### src/debugPkg.sv
`default_nettype none

package debugPkg;

	////////////////////////////////////////////////////////////
	// Host command port
	////////////////////////////////////////////////////////////

	// Byte address on the host port and on every memory channel
	localparam int ADDR_BITS = 16;
	// Width of the command opcode
	localparam int CMD_OP_BITS = 3;

	// Host commands
	typedef enum logic [CMD_OP_BITS-1:0] {
		// Memory access, word wide
		DBG_MEM_WRITE = 3'd0,
		DBG_MEM_READ  = 3'd1,
		// State inspection, register index in cmdAddr
		DBG_REG_READ  = 3'd2,
		DBG_PC_READ   = 3'd3,
		// Run control
		DBG_RUN       = 3'd4,
		DBG_HALT      = 3'd5,
		DBG_STEP      = 3'd6
	} dbgOpE;

endpackage

`default_nettype wire

### src/mipsPkg.sv
`default_nettype none

package mipsPkg;

	////////////////////////////////////////////////////////////
	// Datapath widths
	////////////////////////////////////////////////////////////

	localparam int WORD_BITS = 32;
	// Register index, 32 registers
	localparam int REG_ADDR_BITS = 5;

	// Primary opcode field, bits 31:26
	typedef enum logic [5:0] {
		OP_RTYPE = 6'h00,
		OP_BEQ   = 6'h04,
		OP_ADDIU = 6'h09,
		OP_LW    = 6'h23,
		OP_SW    = 6'h2b
	} opcodeE;

	// Function field of R-type, bits 5:0
	typedef enum logic [5:0] {
		FN_BREAK = 6'h0d,
		FN_ADDU  = 6'h21,
		FN_SUBU  = 6'h23,
		FN_AND   = 6'h24,
		FN_OR    = 6'h25,
		FN_SLT   = 6'h2a
	} functE;

	// Same instruction word, register or immediate view
	typedef union packed {
		struct packed {
			opcodeE op;
			logic [REG_ADDR_BITS-1:0] rs;
			logic [REG_ADDR_BITS-1:0] rt;
			logic [REG_ADDR_BITS-1:0] rd;
			logic [4:0] shamt;
			functE funct;
		} r;
		struct packed {
			opcodeE op;
			logic [REG_ADDR_BITS-1:0] rs;
			logic [REG_ADDR_BITS-1:0] rt;
			logic [15:0] imm;
		} i;
	} instrWordU;

endpackage

`default_nettype wire

### src/memBus.sv
`timescale 1ns/1ps
`default_nettype none

// One four-phase memory channel
// req up with fields stable, ack up, req down, ack down
interface memBus import mipsPkg::*, debugPkg::*; ();

	// Driven by the requester
	logic req;
	logic we;
	// Byte address, low two bits unused
	logic [ADDR_BITS-1:0] addr;
	logic [WORD_BITS-1:0] wdata;

	// Driven by the responder
	logic [WORD_BITS-1:0] rdata;
	logic ack;

	modport requester (output req, we, addr, wdata, input rdata, ack);
	modport responder (input req, we, addr, wdata, output rdata, ack);

endinterface

`default_nettype wire

### src/memArbiter.sv
`timescale 1ns/1ps
`default_nettype none

module memArbiter (
	input logic clk,
	input logic arstN,
	memBus.responder dbgPort,
	memBus.responder corePort,
	memBus.requester memPort
);

	localparam logic [1:0] S_IDLE = 2'd0;
	localparam logic [1:0] S_GRANT_DBG = 2'd1;
	localparam logic [1:0] S_GRANT_CORE = 2'd2;

	logic [1:0] state;
	logic dbgOwns;
	logic coreOwns;

	assign dbgOwns = (state == S_GRANT_DBG);
	assign coreOwns = (state == S_GRANT_CORE);

	////////////////////////////////////////////////////////////
	// Grant FSM
	////////////////////////////////////////////////////////////

	always_ff @(posedge clk or negedge arstN) begin
		if (!arstN) begin
			state <= S_IDLE;
		end else begin
			case (state)
				S_IDLE: begin
					// Fixed priority, debug first
					if (dbgPort.req) begin
						state <= S_GRANT_DBG;
					end else if (corePort.req) begin
						state <= S_GRANT_CORE;
					end
				end
				// Hold until both handshake halves are back low
				S_GRANT_DBG: begin
					if (!dbgPort.req && !memPort.ack) begin
						state <= S_IDLE;
					end
				end
				S_GRANT_CORE: begin
					if (!corePort.req && !memPort.ack) begin
						state <= S_IDLE;
					end
				end
				default: state <= S_IDLE;
			endcase
		end
	end

	////////////////////////////////////////////////////////////
	// Steering
	////////////////////////////////////////////////////////////

	// Request side from the owner, idle drives nothing
	assign memPort.req = (dbgOwns && dbgPort.req) || (coreOwns && corePort.req);
	assign memPort.we = dbgOwns ? dbgPort.we : (coreOwns && corePort.we);
	assign memPort.addr = dbgOwns ? dbgPort.addr : (coreOwns ? corePort.addr : '0);
	assign memPort.wdata = dbgOwns ? dbgPort.wdata : (coreOwns ? corePort.wdata : '0);

	// Response only to the owner, a waiting side sees ack low
	assign dbgPort.ack = dbgOwns && memPort.ack;
	assign dbgPort.rdata = dbgOwns ? memPort.rdata : '0;
	assign corePort.ack = coreOwns && memPort.ack;
	assign corePort.rdata = coreOwns ? memPort.rdata : '0;

endmodule

`default_nettype wire

### src/flat_wrapper.sv
// flat-port wrapper written by rule: the top's interface ports become plain ports
module memArbiter_flat 
  (clk, arstN, dbgPort_req, dbgPort_we, dbgPort_addr, dbgPort_wdata, dbgPort_rdata, dbgPort_ack, corePort_req, corePort_we, corePort_addr, corePort_wdata, corePort_rdata, corePort_ack, memPort_req, memPort_we, memPort_addr, memPort_wdata, memPort_rdata, memPort_ack);
  memBus dbgPort_i ();
  memBus corePort_i ();
  memBus memPort_i ();
  input logic clk;
  input logic arstN;
  input wire logic [$bits(dbgPort_i.req)-1:0] dbgPort_req;
  input wire logic [$bits(dbgPort_i.we)-1:0] dbgPort_we;
  input wire logic [$bits(dbgPort_i.addr)-1:0] dbgPort_addr;
  input wire logic [$bits(dbgPort_i.wdata)-1:0] dbgPort_wdata;
  output wire logic [$bits(dbgPort_i.rdata)-1:0] dbgPort_rdata;
  output wire logic [$bits(dbgPort_i.ack)-1:0] dbgPort_ack;
  input wire logic [$bits(corePort_i.req)-1:0] corePort_req;
  input wire logic [$bits(corePort_i.we)-1:0] corePort_we;
  input wire logic [$bits(corePort_i.addr)-1:0] corePort_addr;
  input wire logic [$bits(corePort_i.wdata)-1:0] corePort_wdata;
  output wire logic [$bits(corePort_i.rdata)-1:0] corePort_rdata;
  output wire logic [$bits(corePort_i.ack)-1:0] corePort_ack;
  output wire logic [$bits(memPort_i.req)-1:0] memPort_req;
  output wire logic [$bits(memPort_i.we)-1:0] memPort_we;
  output wire logic [$bits(memPort_i.addr)-1:0] memPort_addr;
  output wire logic [$bits(memPort_i.wdata)-1:0] memPort_wdata;
  input wire logic [$bits(memPort_i.rdata)-1:0] memPort_rdata;
  input wire logic [$bits(memPort_i.ack)-1:0] memPort_ack;
  assign dbgPort_i.req = dbgPort_req;
  assign dbgPort_i.we = dbgPort_we;
  assign dbgPort_i.addr = dbgPort_addr;
  assign dbgPort_i.wdata = dbgPort_wdata;
  assign dbgPort_rdata = dbgPort_i.rdata;
  assign dbgPort_ack = dbgPort_i.ack;
  assign corePort_i.req = corePort_req;
  assign corePort_i.we = corePort_we;
  assign corePort_i.addr = corePort_addr;
  assign corePort_i.wdata = corePort_wdata;
  assign corePort_rdata = corePort_i.rdata;
  assign corePort_ack = corePort_i.ack;
  assign memPort_req = memPort_i.req;
  assign memPort_we = memPort_i.we;
  assign memPort_addr = memPort_i.addr;
  assign memPort_wdata = memPort_i.wdata;
  assign memPort_i.rdata = memPort_rdata;
  assign memPort_i.ack = memPort_ack;
  memArbiter u_core (.clk(clk), .arstN(arstN), .dbgPort(dbgPort_i), .corePort(corePort_i), .memPort(memPort_i));
endmodule
### config.mk
export PLATFORM = sky130hd
export DESIGN_NAME = memArbiter_flat
export DESIGN_NICKNAME = d
export VERILOG_FILES = /design/src/debugPkg.sv /design/src/mipsPkg.sv /design/src/memBus.sv /design/src/memArbiter.sv /design/src/flat_wrapper.sv
export SDC_FILE = /design/constraint.sdc
export NUM_CORES = 1
export LEC_CHECK = 0
export BUFFER_PORTS_ARGS = -buffer_cell sky130_fd_sc_hd__buf_2
export CORE_AREA = 4 4 94 96
export DETAILED_ROUTE_END_ITERATION = 12
export DIE_AREA = 0 0 98 100
export PLACE_DENSITY = 0.64
export SLEW_MARGIN = 20
export SYNTH_ARGS = -nofsm -noshare
export SYNTH_HDL_FRONTEND = slang
export SYNTH_SLANG_ARGS = --single-unit
### constraint.sdc
create_clock -name clk -period 3.5 [get_ports clk]
set_clock_uncertainty 0.15 [all_clocks]
set_input_delay 0 -clock clk [delete_from_list [all_inputs] [get_ports clk]]
set_output_delay 0 -clock clk [all_outputs]
set_load 0.02 [all_outputs]
-- Word-level counts from Yosys, hierarchy flattened
Index checks and enable logic that the tools add are counted.
- bits in registers: 2
- logic and storage cells: 31
- equal/unequal tests: 5
- multiplexer cells: 12
- reductions and logical operators: 13
- operators with widths (kind ; count):
    two-way mux 32 bit ; 4
    two-way mux 16 bit ; 2
    two-way mux 2 bit ; 4
    logical AND 1 bit ; 7
    one-hot mux 2 bit (3 select lines) ; 1
    != test 2 bit (second input constant) ; 2
    zero test 1 bit ; 3
    != test 3 bit (second input constant) ; 1
    AND reduction 3 bit ; 1
    == test 2 x 1 -> 1 bit (second input constant) ; 1
    == test 2 bit (second input constant) ; 1
    zero test 2 bit ; 1
    logical OR 1 bit ; 1
    two-way mux 1 bit ; 1

-- Logic depth before layout (Yosys ltp)
- depth in word-level cells: 4
- depth in mapped cells: 4
- mapped depth without buffers: 2

-- Least setup slack after synthesis
No wires, ideal clock.
- path kind: reg-to-output
- start point: reg u_core.state[1]
- end point: out memPort_addr[0]
- arrival time: 1.111 ns
- setup slack: 2.239 ns
- cell stages (with the launch flop): 5
- path through: dfrtp_1 nor2b_2 buf_4 buf_6 a22o_1
- longest elaborated chain between the ends: 3
- RTL lines (element ; line ; text):
    from (decl) ; memArbiter.sv:16 ; logic [1:0] state;
    from (signal assigned) ; memArbiter.sv:29 ; state <= S_IDLE;
    from (signal assigned) ; memArbiter.sv:35 ; state <= S_GRANT_DBG;
    from (signal assigned) ; memArbiter.sv:37 ; state <= S_GRANT_CORE;
    == test 2 bit ; memArbiter.sv:21 ; assign coreOwns = (state == S_GRANT_CORE);
    two-way mux 16 bit ; memArbiter.sv:63 ; assign memPort.addr = dbgOwns ? dbgPort.addr : (coreOwns ? corePort.addr : '0);
    two-way mux 16 bit (*) ; memArbiter.sv:63 ;
    to (decl) ; flat_wrapper.sv:23 ; output wire logic [$bits(memPort_i.addr)-1:0] memPort_addr;
Every way passes the cells marked *; elsewhere a longest branch is shown, timed or not.

-- Final worst setup path
- start point: reg u_core.state[0]
- end point: reg u_core.state[1]
- longest elaborated chain between the ends: 3
- RTL lines (element ; line ; text):
    == test 2 x 1 -> 1 bit (tied with other cells) ; memArbiter.sv:31 ; case (state)
    != test 2 bit (no source line) / != test 3 bit (equally long branches) ; n/a ;
    AND reduction 3 bit (no source line) ; n/a ;
Several ways; a longest one is shown, not always the timed one.
A chain may end at the register's enable or synchronous reset.

==> tab_implementation.tex <==
\begin{tabular}{lr}
\hline
Metric & Value \\
\hline
\multicolumn{2}{l}{\textbf{Run status}} \\
\quad Run status & complete, no violations \\
\multicolumn{2}{l}{\textbf{Critical path}} \\
\quad Required time of the critical path & 3.49 ns \\
\quad Cell with the biggest individual delay on the critical path & sky130\_fd\_sc\_hd\_\_nor2b\_4 \\
\quad Critical path endpoint category & register \\
\quad Worst reg2reg path depth & 4 \\
\quad Critical path data arrival time & 2.46 ns \\
\quad Maximum fanout along the worst path & 42 \\
\quad Category of the most critical setup path & register to register \\
\quad Series of cell instances along the critical path & nor2b\_4 -> buf\_4 -> o2bb2ai\_1 -> dlygate4sd3\_1 \\
\quad Kind of start point of the critical path & register \\
\quad Crit path largest cell delay & $\sim$0.62 ns \\
\multicolumn{2}{l}{\textbf{Route}} \\
\quad Violation count after the first detailed-route iteration & 74 \\
\quad Mean routed wirelength per cell & 13.2 um \\
\quad Overall routed net length & approximately 6500 um \\
\quad Post-DRT Antenna Nets & 0 \\
\quad Number of detailed-routing iterations run before antenna repair & 4 \\
\quad Detailed-route via count & 2046 \\
\quad Average vias per placed instance & 4.18 \\
\quad \# DRC & 0 \\
\multicolumn{2}{l}{\textbf{Logic synthesis}} \\
\quad Area fraction of the dominant cell type after synthesis & 0.400 \\
\quad Area of the mapped netlist & 1100 um\^{}2 \\
\quad Number of flip-flops and latches in the synthesized netlist & 2 \\
\quad Synth Area in Simple Gates & 0.406 \\
\quad Mapped Cells & $\sim$140 \\
\quad Syn Nets & 278 \\
\quad Xor/xnor share of the synthesized area & 0 \\
\quad Yosys top cell by area & sky130\_fd\_sc\_hd\_\_a22o\_1 \\
\quad Main combinational cell family by area after synthesis & compound AO/OA/AOI/OAI gates \\
\quad Share of the yosys chip area belonging to registers & 0.0457 \\
\quad Ranking of synthesized cells by area & sky130\_fd\_sc\_hd\_\_a22o\_1 (40\%), sky130\_fd\_sc\_hd\_\_and2\_1 (38\%), sky130\_fd\_sc\_hd\_\_buf\_6 (9.2\%), sky130\_fd\_sc\_hd\_\_dfrtp\_1 (4.6\%), sky130\_fd\_sc\_hd\_\_buf\_2 (3.7\%) \\
\quad Netlist cell types & 13 \\
\quad Fraction of the mapped netlist area in adder cells & 0 \\
\quad Post-synthesis area per instance & 7.66 um\^{}2 \\
\quad Share of cell area taken by muxes after synthesis & 0 \\
\quad Compound-gate portion of the synthesized area & 0.412 \\
\quad Warnings from Yosys & 0 \\
\multicolumn{2}{l}{\textbf{Timing}} \\
\quad Final period utilization & 0.707 \\
\quad Slack of the critical path & 1.03 ns \\
\quad Fin. Hold Viols & 0 \\
\quad Worst slew margin relative to its limit & 0.438 \\
\quad Slew of the pin with the lowest slew margin & roughly 0.84 ns \\
\quad Setup repair after global routing missed its margin & no \\
\quad Final hold slack & 0.0146 ns \\
\quad Final TNS setup & 0 ns \\
\quad Setup violation total in the final timing report & 0 \\
\quad Final critical-path required period & between 2 and 2.5 ns \\
\quad Timing-limited maximum frequency & just over 400 MHz \\
\quad Slew Viols, Final & 0 \\
\multicolumn{2}{l}{\textbf{GRT}} \\
\quad Via count of the first global-routing pass & 1998 \\
\quad All-layer global routing usage & 0.116 \\
\quad Overflow left after global routing & 0 \\
\quad Largest net degree at the start of global routing & 83 \\
\quad First-pass GRT wire length & 9440 um \\
\quad Initial antenna violation count & 0 \\
\multicolumn{2}{l}{\textbf{Layout}} \\
\quad Area overhead of the layout relative to synthesis & 123\% \\
\quad Final design utilization & 0.303 \\
\quad Inserted Diodes & 0 \\
\quad Final layout net count & 522 \\
\quad Top reg by flops & u\_core.state \\
\quad Finished Layout Cells & 490 \\
\quad Top Registers & u\_core.state (2) \\
\quad Share of final-layout standard cells stronger than drive strength 1 & 0.668 \\
\quad Flip-flop count of the largest register, all copies and words added & 2 \\
\quad Number of fillers in the final layout & 900 \\
\multicolumn{2}{l}{\textbf{Clock tree}} \\
\quad Clock tree from TritonCTS & built \\
\quad Buffer levels on the longest clock path & 2 \\
\quad Clock latency on the worst-skew pair & between 0.2 and 0.25 ns \\
\quad Root buf cell & sky130\_fd\_sc\_hd\_\_clkbuf\_8 \\
\quad Maximum level of the CTS H-tree & 1 \\
\quad CTS buffer count & 3 \\
\quad Post-CTS Setup Bufs & 0 \\
\quad CTS sink cnt & 2 \\
\quad Clock input transition at the sequential cells of the worst setup and hold paths & roughly 0.03 ns \\
\multicolumn{2}{l}{\textbf{Power}} \\
\quad VDD IR max & 192 uV \\
\quad Leakage power total & $\sim$1.6 nW \\
\quad Power Density & 297 nW/um\^{}2 \\
\multicolumn{2}{l}{\textbf{Die}} \\
\quad Site row count & 33 \\
\quad Core ar. & 8050 um\^{}2 \\
\quad Horizontal extent of the die & slightly below 100 um \\
\quad Floorplan die height & 100 um \\
\quad Initial core utilization & 0.136 \\
\quad Num ports & 251 \\
\quad Total die area & approximately 10000 um\^{}2 \\
\multicolumn{2}{l}{\textbf{Placement}} \\
\quad Count of buffers inserted at the top-level ports & 250 \\
\quad Post-detailed-placement half-perimeter wirelength & 5500 um \\
\quad Final RePlAce weighted congestion & 0.786 \\
\quad Placed Instances & 482 \\
\quad Worst slack, placed & 1.37 ns \\
\multicolumn{2}{l}{\textbf{Worst hold path}} \\
\quad HP Class & primary input to asynchronous set/reset pin \\
\multicolumn{2}{l}{\textbf{Run}} \\
\quad Maximum Capacitance Violations & 0 \\
\hline
\end{tabular}
Yosys cell counts:
cell                        instances
sky130_fd_sc_hd__a21oi_1            1
sky130_fd_sc_hd__a22o_1            50
sky130_fd_sc_hd__and2_1            66
sky130_fd_sc_hd__and2b_1            1
sky130_fd_sc_hd__buf_2              8
sky130_fd_sc_hd__buf_4              1
sky130_fd_sc_hd__buf_6              9
sky130_fd_sc_hd__dfrtp_1            2
sky130_fd_sc_hd__nand2b_1           1
sky130_fd_sc_hd__nor2_1             1
sky130_fd_sc_hd__nor2b_1            1
sky130_fd_sc_hd__nor2b_2            1
sky130_fd_sc_hd__o2bb2ai_1          1
metal layers:
metal | up-vias | GRT usage | share of wire
li1 | 1000 | - | -
met5 | - | 0 | 0
met1 | 903 | 0.136 | 0.38
met2 | 137 | 0.206 | 0.50
met4 | 0 | 0.0426 | 0.012
met3 | 6 | 0.0257 | 0.11
cell families after synthesis:
group / count (synthesis)
simple gates: 71
compound gates: 52
buf+inv: 18
flops: 2
critical path, delay by kind of cell, from the launching register on:
kind	cells	cell delay, ns
DFF	1	0.42
buffers and inverters	2	1.03
AOI/OAI and AO/OA	1	0.15
and+or+nand+nor	1	0.62
worst paths after layout:
kind,to,slack (ns),start
worst max-delay path,u_core.state[1],1.03,u_core.state[0]
worst min-delay path,u_core.state[0],0.01,arstN
worst max register to register,u_core.state[1],1.03,u_core.state[0]
worst min register to register,u_core.state[0],0.32,u_core.state[1]
max in group asynchronous,u_core.state[1],3.09,arstN
min in group clk,memPort_wdata[28],0.18,dbgPort_wdata[28]
cells in the final DEF, fill, tap and decap left out, drive strengths merged, types with 2 or more instances in the layout:
cell type and count:
a22o 50, and2 66, buf 252, clkbuf 3, dfrtp 2, dlygate4sd3 5
nor2b 2
metrics by stage:
stage | power [mW] | cell area, um^2
final | 0.725 | 2440
after global routing | 0.777 | 2440
after CTS | 0.736 | 2440
after detailed placement | 0.636 | 2350
after global placement | 0.626 | 2350
after floorplan | 0.428 | 1100
what timing repair did:
action	4_1_cts	5_1_grt
hold buffers	5	0
gates resized for setup	0	0
hold endpoints to repair	4	0
cell type report:
cell class / count / area [um^2] / area share
clock buffers: 3 / 41.3 / 0.0169
multi-input cells: 123 / 905 / 0.370
flip-flops and latches: 2 / 50.0 / 0.0205
well taps: 105 / 131 / 0.0538
repair buffers: 257 / 1320 / 0.539
power breakdown:
group          internal, mW  total, mW  switching, mW
Combinational         0.245      0.605          0.359
Sequential           0.0263     0.0302        0.00390
Clock                0.0726     0.0897         0.0171
Total                 0.344      0.725          0.380
Note: power is estimated with default switching activity, not from simulation.
