## src/debugPkg.sv

```systemverilog
`default_nettype none

package debugPkg;

	////////////////////////////////////////////////////////////
	// Host command port
	////////////////////////////////////////////////////////////

	// Byte address on the host port and on every memory channel
	localparam int ADDR_BITS = 16;
	// Width of the command opcode
	localparam int CMD_OP_BITS = 3;

	// Host commands
	typedef enum logic [CMD_OP_BITS-1:0] {
		// Memory access, word wide
		DBG_MEM_WRITE = 3'd0,
		DBG_MEM_READ  = 3'd1,
		// State inspection, register index in cmdAddr
		DBG_REG_READ  = 3'd2,
		DBG_PC_READ   = 3'd3,
		// Run control
		DBG_RUN       = 3'd4,
		DBG_HALT      = 3'd5,
		DBG_STEP      = 3'd6
	} dbgOpE;

endpackage

`default_nettype wire

```

## src/mipsPkg.sv

```systemverilog
`default_nettype none

package mipsPkg;

	////////////////////////////////////////////////////////////
	// Datapath widths
	////////////////////////////////////////////////////////////

	localparam int WORD_BITS = 32;
	// Register index, 32 registers
	localparam int REG_ADDR_BITS = 5;

	// Primary opcode field, bits 31:26
	typedef enum logic [5:0] {
		OP_RTYPE = 6'h00,
		OP_BEQ   = 6'h04,
		OP_ADDIU = 6'h09,
		OP_LW    = 6'h23,
		OP_SW    = 6'h2b
	} opcodeE;

	// Function field of R-type, bits 5:0
	typedef enum logic [5:0] {
		FN_BREAK = 6'h0d,
		FN_ADDU  = 6'h21,
		FN_SUBU  = 6'h23,
		FN_AND   = 6'h24,
		FN_OR    = 6'h25,
		FN_SLT   = 6'h2a
	} functE;

	// Same instruction word, register or immediate view
	typedef union packed {
		struct packed {
			opcodeE op;
			logic [REG_ADDR_BITS-1:0] rs;
			logic [REG_ADDR_BITS-1:0] rt;
			logic [REG_ADDR_BITS-1:0] rd;
			logic [4:0] shamt;
			functE funct;
		} r;
		struct packed {
			opcodeE op;
			logic [REG_ADDR_BITS-1:0] rs;
			logic [REG_ADDR_BITS-1:0] rt;
			logic [15:0] imm;
		} i;
	} instrWordU;

endpackage

`default_nettype wire

```

## src/coreDebugIf.sv

```systemverilog
`timescale 1ns/1ps
`default_nettype none

// Run control and state inspection between debug unit and core
interface coreDebugIf import mipsPkg::*; ();

	// From the debug unit
	logic runEn;
	// One-cycle pulse, one instruction
	logic stepReq;
	logic [REG_ADDR_BITS-1:0] regAddr;

	// From the core
	// High at an instruction boundary only
	logic halted;
	logic [WORD_BITS-1:0] regData;
	logic [WORD_BITS-1:0] pc;

	modport core (input runEn, stepReq, regAddr, output halted, regData, pc);
	modport debug (output runEn, stepReq, regAddr, input halted, regData, pc);

endinterface

`default_nettype wire

```

## src/memBus.sv

```systemverilog
`timescale 1ns/1ps
`default_nettype none

// One four-phase memory channel
// req up with fields stable, ack up, req down, ack down
interface memBus import mipsPkg::*, debugPkg::*; ();

	// Driven by the requester
	logic req;
	logic we;
	// Byte address, low two bits unused
	logic [ADDR_BITS-1:0] addr;
	logic [WORD_BITS-1:0] wdata;

	// Driven by the responder
	logic [WORD_BITS-1:0] rdata;
	logic ack;

	modport requester (output req, we, addr, wdata, input rdata, ack);
	modport responder (input req, we, addr, wdata, output rdata, ack);

endinterface

`default_nettype wire

```

## src/debugUnit.sv

```systemverilog
`timescale 1ns/1ps
`default_nettype none

module debugUnit import mipsPkg::*, debugPkg::*; (
	input logic clk,
	input logic arstN,
	input logic cmdReq,
	input dbgOpE cmdOp,
	input logic [ADDR_BITS-1:0] cmdAddr,
	input logic [WORD_BITS-1:0] cmdData,
	output logic cmdAck,
	output logic [WORD_BITS-1:0] rspData,
	memBus.requester mem,
	coreDebugIf.debug core
);

	localparam logic [2:0] S_IDLE = 3'd0;
	localparam logic [2:0] S_MEM = 3'd1;
	localparam logic [2:0] S_READ = 3'd2;
	localparam logic [2:0] S_RUN_ARM = 3'd3;
	localparam logic [2:0] S_RUN_WAIT = 3'd4;
	localparam logic [2:0] S_STEP_LEAVE = 3'd5;
	localparam logic [2:0] S_HALT_WAIT = 3'd6;
	localparam logic [2:0] S_DONE = 3'd7;

	logic [2:0] state;
	dbgOpE opQ;
	logic [ADDR_BITS-1:0] addrQ;
	logic [WORD_BITS-1:0] dataQ;
	logic memReqQ;
	logic runEnQ;
	logic stepReqQ;

	// Command fields, held for the whole command
	always_ff @(posedge clk) begin
		if (state == S_IDLE && cmdReq) begin
			opQ <= cmdOp;
			addrQ <= cmdAddr;
			dataQ <= cmdData;
		end
	end

	////////////////////////////////////////////////////////////
	// Command FSM
	////////////////////////////////////////////////////////////

	always_ff @(posedge clk or negedge arstN) begin
		if (!arstN) begin
			state <= S_IDLE;
			cmdAck <= 1'b0;
			rspData <= '0;
			memReqQ <= 1'b0;
			runEnQ <= 1'b0;
			stepReqQ <= 1'b0;
		end else begin
			// Step pulse lasts one cycle
			stepReqQ <= 1'b0;
			case (state)
				S_IDLE: begin
					if (cmdReq) begin
						case (cmdOp)
							DBG_MEM_WRITE, DBG_MEM_READ: state <= S_MEM;
							DBG_REG_READ, DBG_PC_READ: state <= S_READ;
							DBG_RUN: begin
								// Drop runEn for a cycle so a core parked on BREAK restarts
								runEnQ <= !core.halted;
								state <= S_RUN_ARM;
							end
							DBG_HALT: begin
								runEnQ <= 1'b0;
								state <= S_HALT_WAIT;
							end
							DBG_STEP: begin
								stepReqQ <= 1'b1;
								state <= S_STEP_LEAVE;
							end
							default: begin
								cmdAck <= 1'b1;
								state <= S_DONE;
							end
						endcase
					end
				end
				S_MEM: begin
					// Wait out the previous ack before a new request
					if (!memReqQ && !mem.ack) begin
						memReqQ <= 1'b1;
					end else if (memReqQ && mem.ack) begin
						memReqQ <= 1'b0;
						rspData <= mem.rdata;
						cmdAck <= 1'b1;
						state <= S_DONE;
					end
				end
				S_READ: begin
					rspData <= (opQ == DBG_PC_READ) ? core.pc : core.regData;
					cmdAck <= 1'b1;
					state <= S_DONE;
				end
				S_RUN_ARM: begin
					runEnQ <= 1'b1;
					state <= S_RUN_WAIT;
				end
				S_RUN_WAIT: begin
					if (!core.halted) begin
						rspData <= core.pc;
						cmdAck <= 1'b1;
						state <= S_DONE;
					end
				end
				// Core must first leave halt before the boundary counts
				S_STEP_LEAVE: if (!core.halted) state <= S_HALT_WAIT;
				S_HALT_WAIT: begin
					if (core.halted) begin
						rspData <= core.pc;
						cmdAck <= 1'b1;
						state <= S_DONE;
					end
				end
				S_DONE: begin
					if (!cmdReq) begin
						cmdAck <= 1'b0;
						state <= S_IDLE;
					end
				end
				default: state <= S_IDLE;
			endcase
		end
	end

	assign mem.req = memReqQ;
	assign mem.we = (opQ == DBG_MEM_WRITE);
	assign mem.addr = addrQ;
	assign mem.wdata = dataQ;

	assign core.runEn = runEnQ;
	assign core.stepReq = stepReqQ;
	assign core.regAddr = addrQ[REG_ADDR_BITS-1:0];

endmodule

`default_nettype wire

```

## src/flat_wrapper.sv

```systemverilog
// flat-port wrapper written by rule: the top's interface ports become plain ports
module debugUnit_flat import mipsPkg::*, debugPkg::*;
  (clk, arstN, cmdReq, cmdOp, cmdAddr, cmdData, cmdAck, rspData, mem_req, mem_we, mem_addr, mem_wdata, mem_rdata, mem_ack, core_runEn, core_stepReq, core_regAddr, core_halted, core_regData, core_pc);
  memBus mem_i ();
  coreDebugIf core_i ();
  input logic clk;
  input logic arstN;
  input logic cmdReq;
  input dbgOpE cmdOp;
  input logic [ADDR_BITS-1:0] cmdAddr;
  input logic [WORD_BITS-1:0] cmdData;
  output logic cmdAck;
  output logic [WORD_BITS-1:0] rspData;
  output wire logic [$bits(mem_i.req)-1:0] mem_req;
  output wire logic [$bits(mem_i.we)-1:0] mem_we;
  output wire logic [$bits(mem_i.addr)-1:0] mem_addr;
  output wire logic [$bits(mem_i.wdata)-1:0] mem_wdata;
  input wire logic [$bits(mem_i.rdata)-1:0] mem_rdata;
  input wire logic [$bits(mem_i.ack)-1:0] mem_ack;
  output wire logic [$bits(core_i.runEn)-1:0] core_runEn;
  output wire logic [$bits(core_i.stepReq)-1:0] core_stepReq;
  output wire logic [$bits(core_i.regAddr)-1:0] core_regAddr;
  input wire logic [$bits(core_i.halted)-1:0] core_halted;
  input wire logic [$bits(core_i.regData)-1:0] core_regData;
  input wire logic [$bits(core_i.pc)-1:0] core_pc;
  assign mem_req = mem_i.req;
  assign mem_we = mem_i.we;
  assign mem_addr = mem_i.addr;
  assign mem_wdata = mem_i.wdata;
  assign mem_i.rdata = mem_rdata;
  assign mem_i.ack = mem_ack;
  assign core_runEn = core_i.runEn;
  assign core_stepReq = core_i.stepReq;
  assign core_regAddr = core_i.regAddr;
  assign core_i.halted = core_halted;
  assign core_i.regData = core_regData;
  assign core_i.pc = core_pc;
  debugUnit u_core (.clk(clk), .arstN(arstN), .cmdReq(cmdReq), .cmdOp(cmdOp), .cmdAddr(cmdAddr), .cmdData(cmdData), .cmdAck(cmdAck), .rspData(rspData), .mem(mem_i), .core(core_i));
endmodule
```

## config.mk

```make
export PLATFORM = sky130hd
export DESIGN_NAME = debugUnit_flat
export DESIGN_NICKNAME = d
export VERILOG_FILES = /design/src/debugPkg.sv /design/src/mipsPkg.sv /design/src/coreDebugIf.sv /design/src/memBus.sv /design/src/debugUnit.sv /design/src/flat_wrapper.sv
export SDC_FILE = /design/constraint.sdc
export NUM_CORES = 1
export LEC_CHECK = 0
export BUFFER_PORTS_ARGS = -buffer_cell sky130_fd_sc_hd__buf_2
export CORE_MARGIN = 2
export CORE_UTILIZATION = 39
export CTS_CLUSTER_SIZE = 25
export DETAILED_ROUTE_END_ITERATION = 7
export PLACE_DENSITY = 0.76
export SLEW_MARGIN = 20
export SYNTH_ARGS = -nofsm -noshare
export SYNTH_HDL_FRONTEND = slang
export SYNTH_SLANG_ARGS = --single-unit
```

## constraint.sdc

```tcl
create_clock -name clk -period 1.9 [get_ports clk]
set_input_delay 0.095 -clock clk [delete_from_list [all_inputs] [get_ports clk]]
set_output_delay 0.095 -clock clk [all_outputs]
set_load 0.02 [all_outputs]
```

# Word level (Yosys, flattened, before mapping)
# Index checks and enable logic that the tools add are counted.
[word_totals]
register_bits = 90
inputBits = 152
output_inout_bits = 90
elab_cells = 84
[op_classes]
n_eq_ne = 23
muxes = 31
n_reduce_logical = 21
[ops]
columns = ["cell", "count"]
rows = [
  ["32-bit 2-to-1 mux", 5],
  ["32-bit case mux with 4 select lines", 1],
  ["3-bit case mux with 8 select lines", 1],
  ["3-bit equality test, second input constant", 7],
  ["3-bit 2-to-1 mux", 7],
  ["3-bit by 2-bit equality test with 1-bit output, second input constant", 5],
  ["3-bit case mux with 5 select lines", 1],
  ["2-bit != test, second input constant", 7],
  ["1-bit 2-to-1 mux", 13],
  ["3-bit zero test", 3],
  ["8-bit AND reduction", 1],
  ["7-bit AND reduction", 1],
  ["7-bit OR reduction", 1],
  ["3-bit by 1-bit equality test with 1-bit output, second input constant", 2],
  ["1-bit case mux with 6 select lines", 1],
  ["6-bit nonzero test", 1],
  ["5-bit AND reduction", 1],
  ["1-bit case mux with 2 select lines", 2],
  ["2-bit nonzero test", 2],
  ["4-bit nonzero test", 1],
  ["2-bit OR reduction", 2],
  ["1-bit logical AND", 3],
  ["1-bit zero test", 3],
  ["3-bit != test, second input constant", 1],
  ["other kinds (3)", 3],
]

# Depth between registers and ports, before layout
[depth]
depth_word = 5
ltp_mapped = 7

# Least setup slack after synthesis
# No wires, ideal clock.
[synth_timing]
path_type = "reg-to-reg"
start = "reg u_core.state[2]"
end = "reg u_core.runEnQ, in the netlist u_core.core.runEn"
setup_ns = 0.087
t_arrival_ns = 2.001
slack_ns = -0.187
path_stages_with_launch = 8
path_cell_list = "dfrtp_1 buf_2 nor3_2 nand2_1 inv_2 nand2_1 or4_1 o211ai_1"
[synth_between]
elab_chain_len = 3
word_cells_on_any_way = 7
cone_classes = "eq/ne: 3; mux: 1; reduce/logical: 3"
[synth_lines]
columns = ["element", "line_no", "source"]
rows = [
  ["start, declared", "debugUnit.sv:26", "logic [2:0] state;"],
  ["start signal, assigned", "debugUnit.sv:49", "state <= S_IDLE;"],
  ["start signal, assigned", "debugUnit.sv:62", "DBG_MEM_WRITE, DBG_MEM_READ: state <= S_MEM;"],
  ["start signal, assigned", "debugUnit.sv:63", "DBG_REG_READ, DBG_PC_READ: state <= S_READ;"],
  ["3-bit zero test / 3-bit by 2-bit equality test with 1-bit output (equally long branches)", "debugUnit.sv:58", "case (state)"],
  ["3-bit != test (no source line), or another cell as far along", "--", ""],
  ["3-bit AND reduction (no source line)", "--", ""],
  ["end signal, assigned", "debugUnit.sv:66", "runEnQ <= !core.halted;"],
  ["end, declared", "debugUnit.sv:31", "logic runEnQ;"],
]
# Parallel ways exist; a longest one is shown, timed or not.
# A chain may end at the register's enable or synchronous reset.

# Final worst setup path
[layout_timing]
start = "reg u_core.opQ[0]"
end = "reg u_core.rspData[31]"
[layout_between]
elab_chain_len = 3
[layout_lines]
columns = ["element", "line_no", "source"]
rows = [
  ["start, declared", "debugUnit.sv:27", "dbgOpE opQ;"],
  ["start signal, assigned", "debugUnit.sv:37", "opQ <= cmdOp;"],
  ["3-bit by 2-bit equality test with 1-bit output", "debugUnit.sv:96", "rspData <= (opQ == DBG_PC_READ) ? core.pc : core.regData;"],
  ["32-bit 2-to-1 mux", "debugUnit.sv:96", ""],
  ["32-bit case mux with 4 select lines", "debugUnit.sv:58", ""],
  ["end signal, assigned", "debugUnit.sv:90", "rspData <= mem.rdata;"],
  ["end signal, assigned", "debugUnit.sv:96", ""],
  ["end signal, assigned", "debugUnit.sv:106", "rspData <= core.pc;"],
  ["end, declared", "debugUnit.sv:12", "output logic [WORD_BITS-1:0] rspData,"],
]
# Every way passes these cells.

==> metrics.yaml <==
outcome: "completed"
cellPowerDensity_mw_per_mm2: 1250
drt_wl_total_mm: 12.9
path_class: "flop to flop"
hold_path.class: "input pin to flop"
drive_gt1_frac: 0.521
synth_nets: 458
ioPinCount: 242
cts_tree: "done"
yosys_warnings: 0
endpoint_kind: "flop"
path_clk_slew_ps: 90
nets: 746
synth_cells: 304
crit_path_start_kind: "flop"
n_antenna_cell: 0
fin_tns_setup_ps: 0
hold_viol: 0
avgSynthCellArea_sq_um: 13.2
hpwl_mm: 8.76
gr-usage-all-layers: 0.226
yosysUniqueCellTypes: 37
rsz0062_at_grt: "no"
ys_seq_elements: 90
grt_pass1_vias: 3832
drt-met1-wl_mm: 4.72
antenna_found_initial: 0
slowest_delay_ps: 430
ant_nets: 0
ys_seq_area_frac: 0.627
cts-root-buf: "clkbuf_8"
placed_cells: 664
gp_congestion: 0.824
htree_levels: 3
cp.required_ps: 2130
fin_skew_ps: 12.7
path_cells: "nand3b_4 -> buf_12 -> mux2_2 -> a222oi_1 -> a21oi_1"
crit_slowest_cell: "edfxtp_1"
async_flop_share: 0.433
clock_sinks: 90
crit_fanout: 22
startpoint: "u_core.opQ[0]"
grt-ovfl-total: 0
synth_area_sq_mm: 0.00400
power.total_mw: 7.64
r2r-start: "u_core.opQ[0]"
cp_top_family: "compound AO/OA/AOI/OAI gates"
first_pass_iters: 6
nFillCells: 764
critical_path_buf_inv_count: 1
port_buffers: 241
grt_max_degree: 52
drc: 0
leakagePower_nw: 2.73
place_area_sq_mm: 0.00539
fin_cells: 730
finalMaxSlewViolations: 0
cp.arrival_ps: 2000
vias: 3864
top_layer_used: "met4"
hold_path_startpoint: "cmdOp[1]"
die_area_sq_mm: 0.0111
fmax_mhz: 564
final_core_util: 0.619
cts_buffer_depth: 2
dr_wl_met3_mm: 1.18
core_sq_mm: 0.00986
synth_edf_count: 51
via_per_inst: 5.29
floorplan.initialDensity: 0.406
wl_met2_mm: 6.68
die_w_microns: 105
min_period_ps: 1770
clk_latency_ps: 350
period_share: 0.933
maxSlewHeadroom: 0.717
wire_per_inst_microns: 17.6
cts_setup_buffers: 0
tightest_slew_ps: 425
die_h_microns: 105
cts-buffers-inserted: 9
ys.flop_type: "edfxtp_1"
rows: 36
area_growth_pct: 52.7
grt_pass1_wl_mm: 19.4
fin_area_sq_mm: 0.00611
drt_iter0_markers: 274
vdd_drop_max_mv: 0.630
max-cap-violations: 0
setup_violations: 0
[state kept, by name, indices dropped and copies added (netlist names), 3 cells and up]
signal	flops
u_core.mem.wdata	32
u_core.rspData	32
u_core.mem.addr	16
u_core.opQ	3
u_core.state	3
[routing by layer]
metal | track usage | vias to the layer above
li1 | - | 1760
met1 | 0.245 | 1848
met2 | 0.409 | 233
met3 | 0.0668 | 23
met4 | 0.0933 | 0
met5 | 0 | -
[what timing repair did]
action                                 in CTS  in global routing
resized for setup                           0                  1
endpoints found under the hold margin      88                  0
setup endpoints to repair                   0                  5
hold buffers                               50                  0
[per-stage QoR]
stage / hold WS, ps / setup slack, ps
after floorplan: -201 / 18.7
after global placement: -105 / 184
after detailed placement: -103 / 141
after CTS: 6.92 / 105
after global routing: 29.3 / 14.2
final: 40.8 / 127
[layout by cell type, fill, tap and decap left out, drive strengths merged, types with 2 or more instances in the layout]
| cell | count |
|---|---|
| a41oi | 2 |
| ha | 2 |
| nand3b | 2 |
| xor2 | 2 |
| buf | 256 |
| a21oi | 37 |
| nor2 | 39 |
| edfxtp | 51 |
| a31oi | 3 |
| dlygate4sd3 | 50 |
| o21ai | 3 |
| nand2 | 9 |
| a222oi | 32 |
| a22oi | 2 |
| clkinv | 2 |
| clkbuf | 10 |
| nor3 | 2 |
| inv | 4 |
| dfrtp | 39 |
| mux2 | 33 |
| bufinv | 2 |
[synth_stat cells, types with 3 or more instances]
master    number  share of area
buf_2         10          0.013
mux2_2        33          0.093
buf_4          8          0.015
a222oi_1      32          0.080
clkbuf_1      11          0.010
nand2_1        9         0.0084
a21oi_1       37          0.046
edfxtp_1      51           0.38
dfrtp_1       39           0.24
nor2_1        39          0.037
o21ai_0        3         0.0038
[final cells by class]
type,count,area (sq um),area share
Clock buffer,10,128,0.0209
Clock inverter,6,90.1,0.0147
Inverter,3,13.8,0.00225
Multi-Input combinational cell,182,1330,0.218
Sequential cell,90,2510,0.411
Tap cell,133,166,0.0272
Timing Repair Buffer,306,1870,0.306
[power breakdown]
part / total, mW / internal, mW / switching (mW)
clock network: 1.43 / 0.747 / 0.681
logic: 3.33 / 1.34 / 1.98
registers: 2.89 / 2.57 / 0.322
total: 7.64 / 4.65 / 2.99
[cells by family (layout without fill, tap and decap cells)]
family | count (synthesis) | in the layout | synth area share
AOI/OAI and AO/OA | 84 | 84 | 0.158
DFF | 90 | 90 | 0.627
xor gates and xnor gates | 3 | 3 | 0.00657
and+or+nand+nor | 59 | 59 | 0.0669
buffers and inverters | 32 | 325 | 0.0407
adders and majority gates | 2 | 2 | 0.00625
muxes | 34 | 34 | 0.0954
[worst paths after layout]
check | endpoint | slack [ps] | depth (start not counted)
max | u_core.rspData[31] | 130 | 5
min | u_core.opQ[1] | 40 | 1
max reg2reg | u_core.rspData[31] | 130 | 5
min reg2reg | u_core.rspData[2] | 530 | 2
max in group asynchronous | u_core.state[2] | 1370 | 3
min in group asynchronous | u_core.rspData[17] | 50 | 2
(Power assumes the default switching activity.)
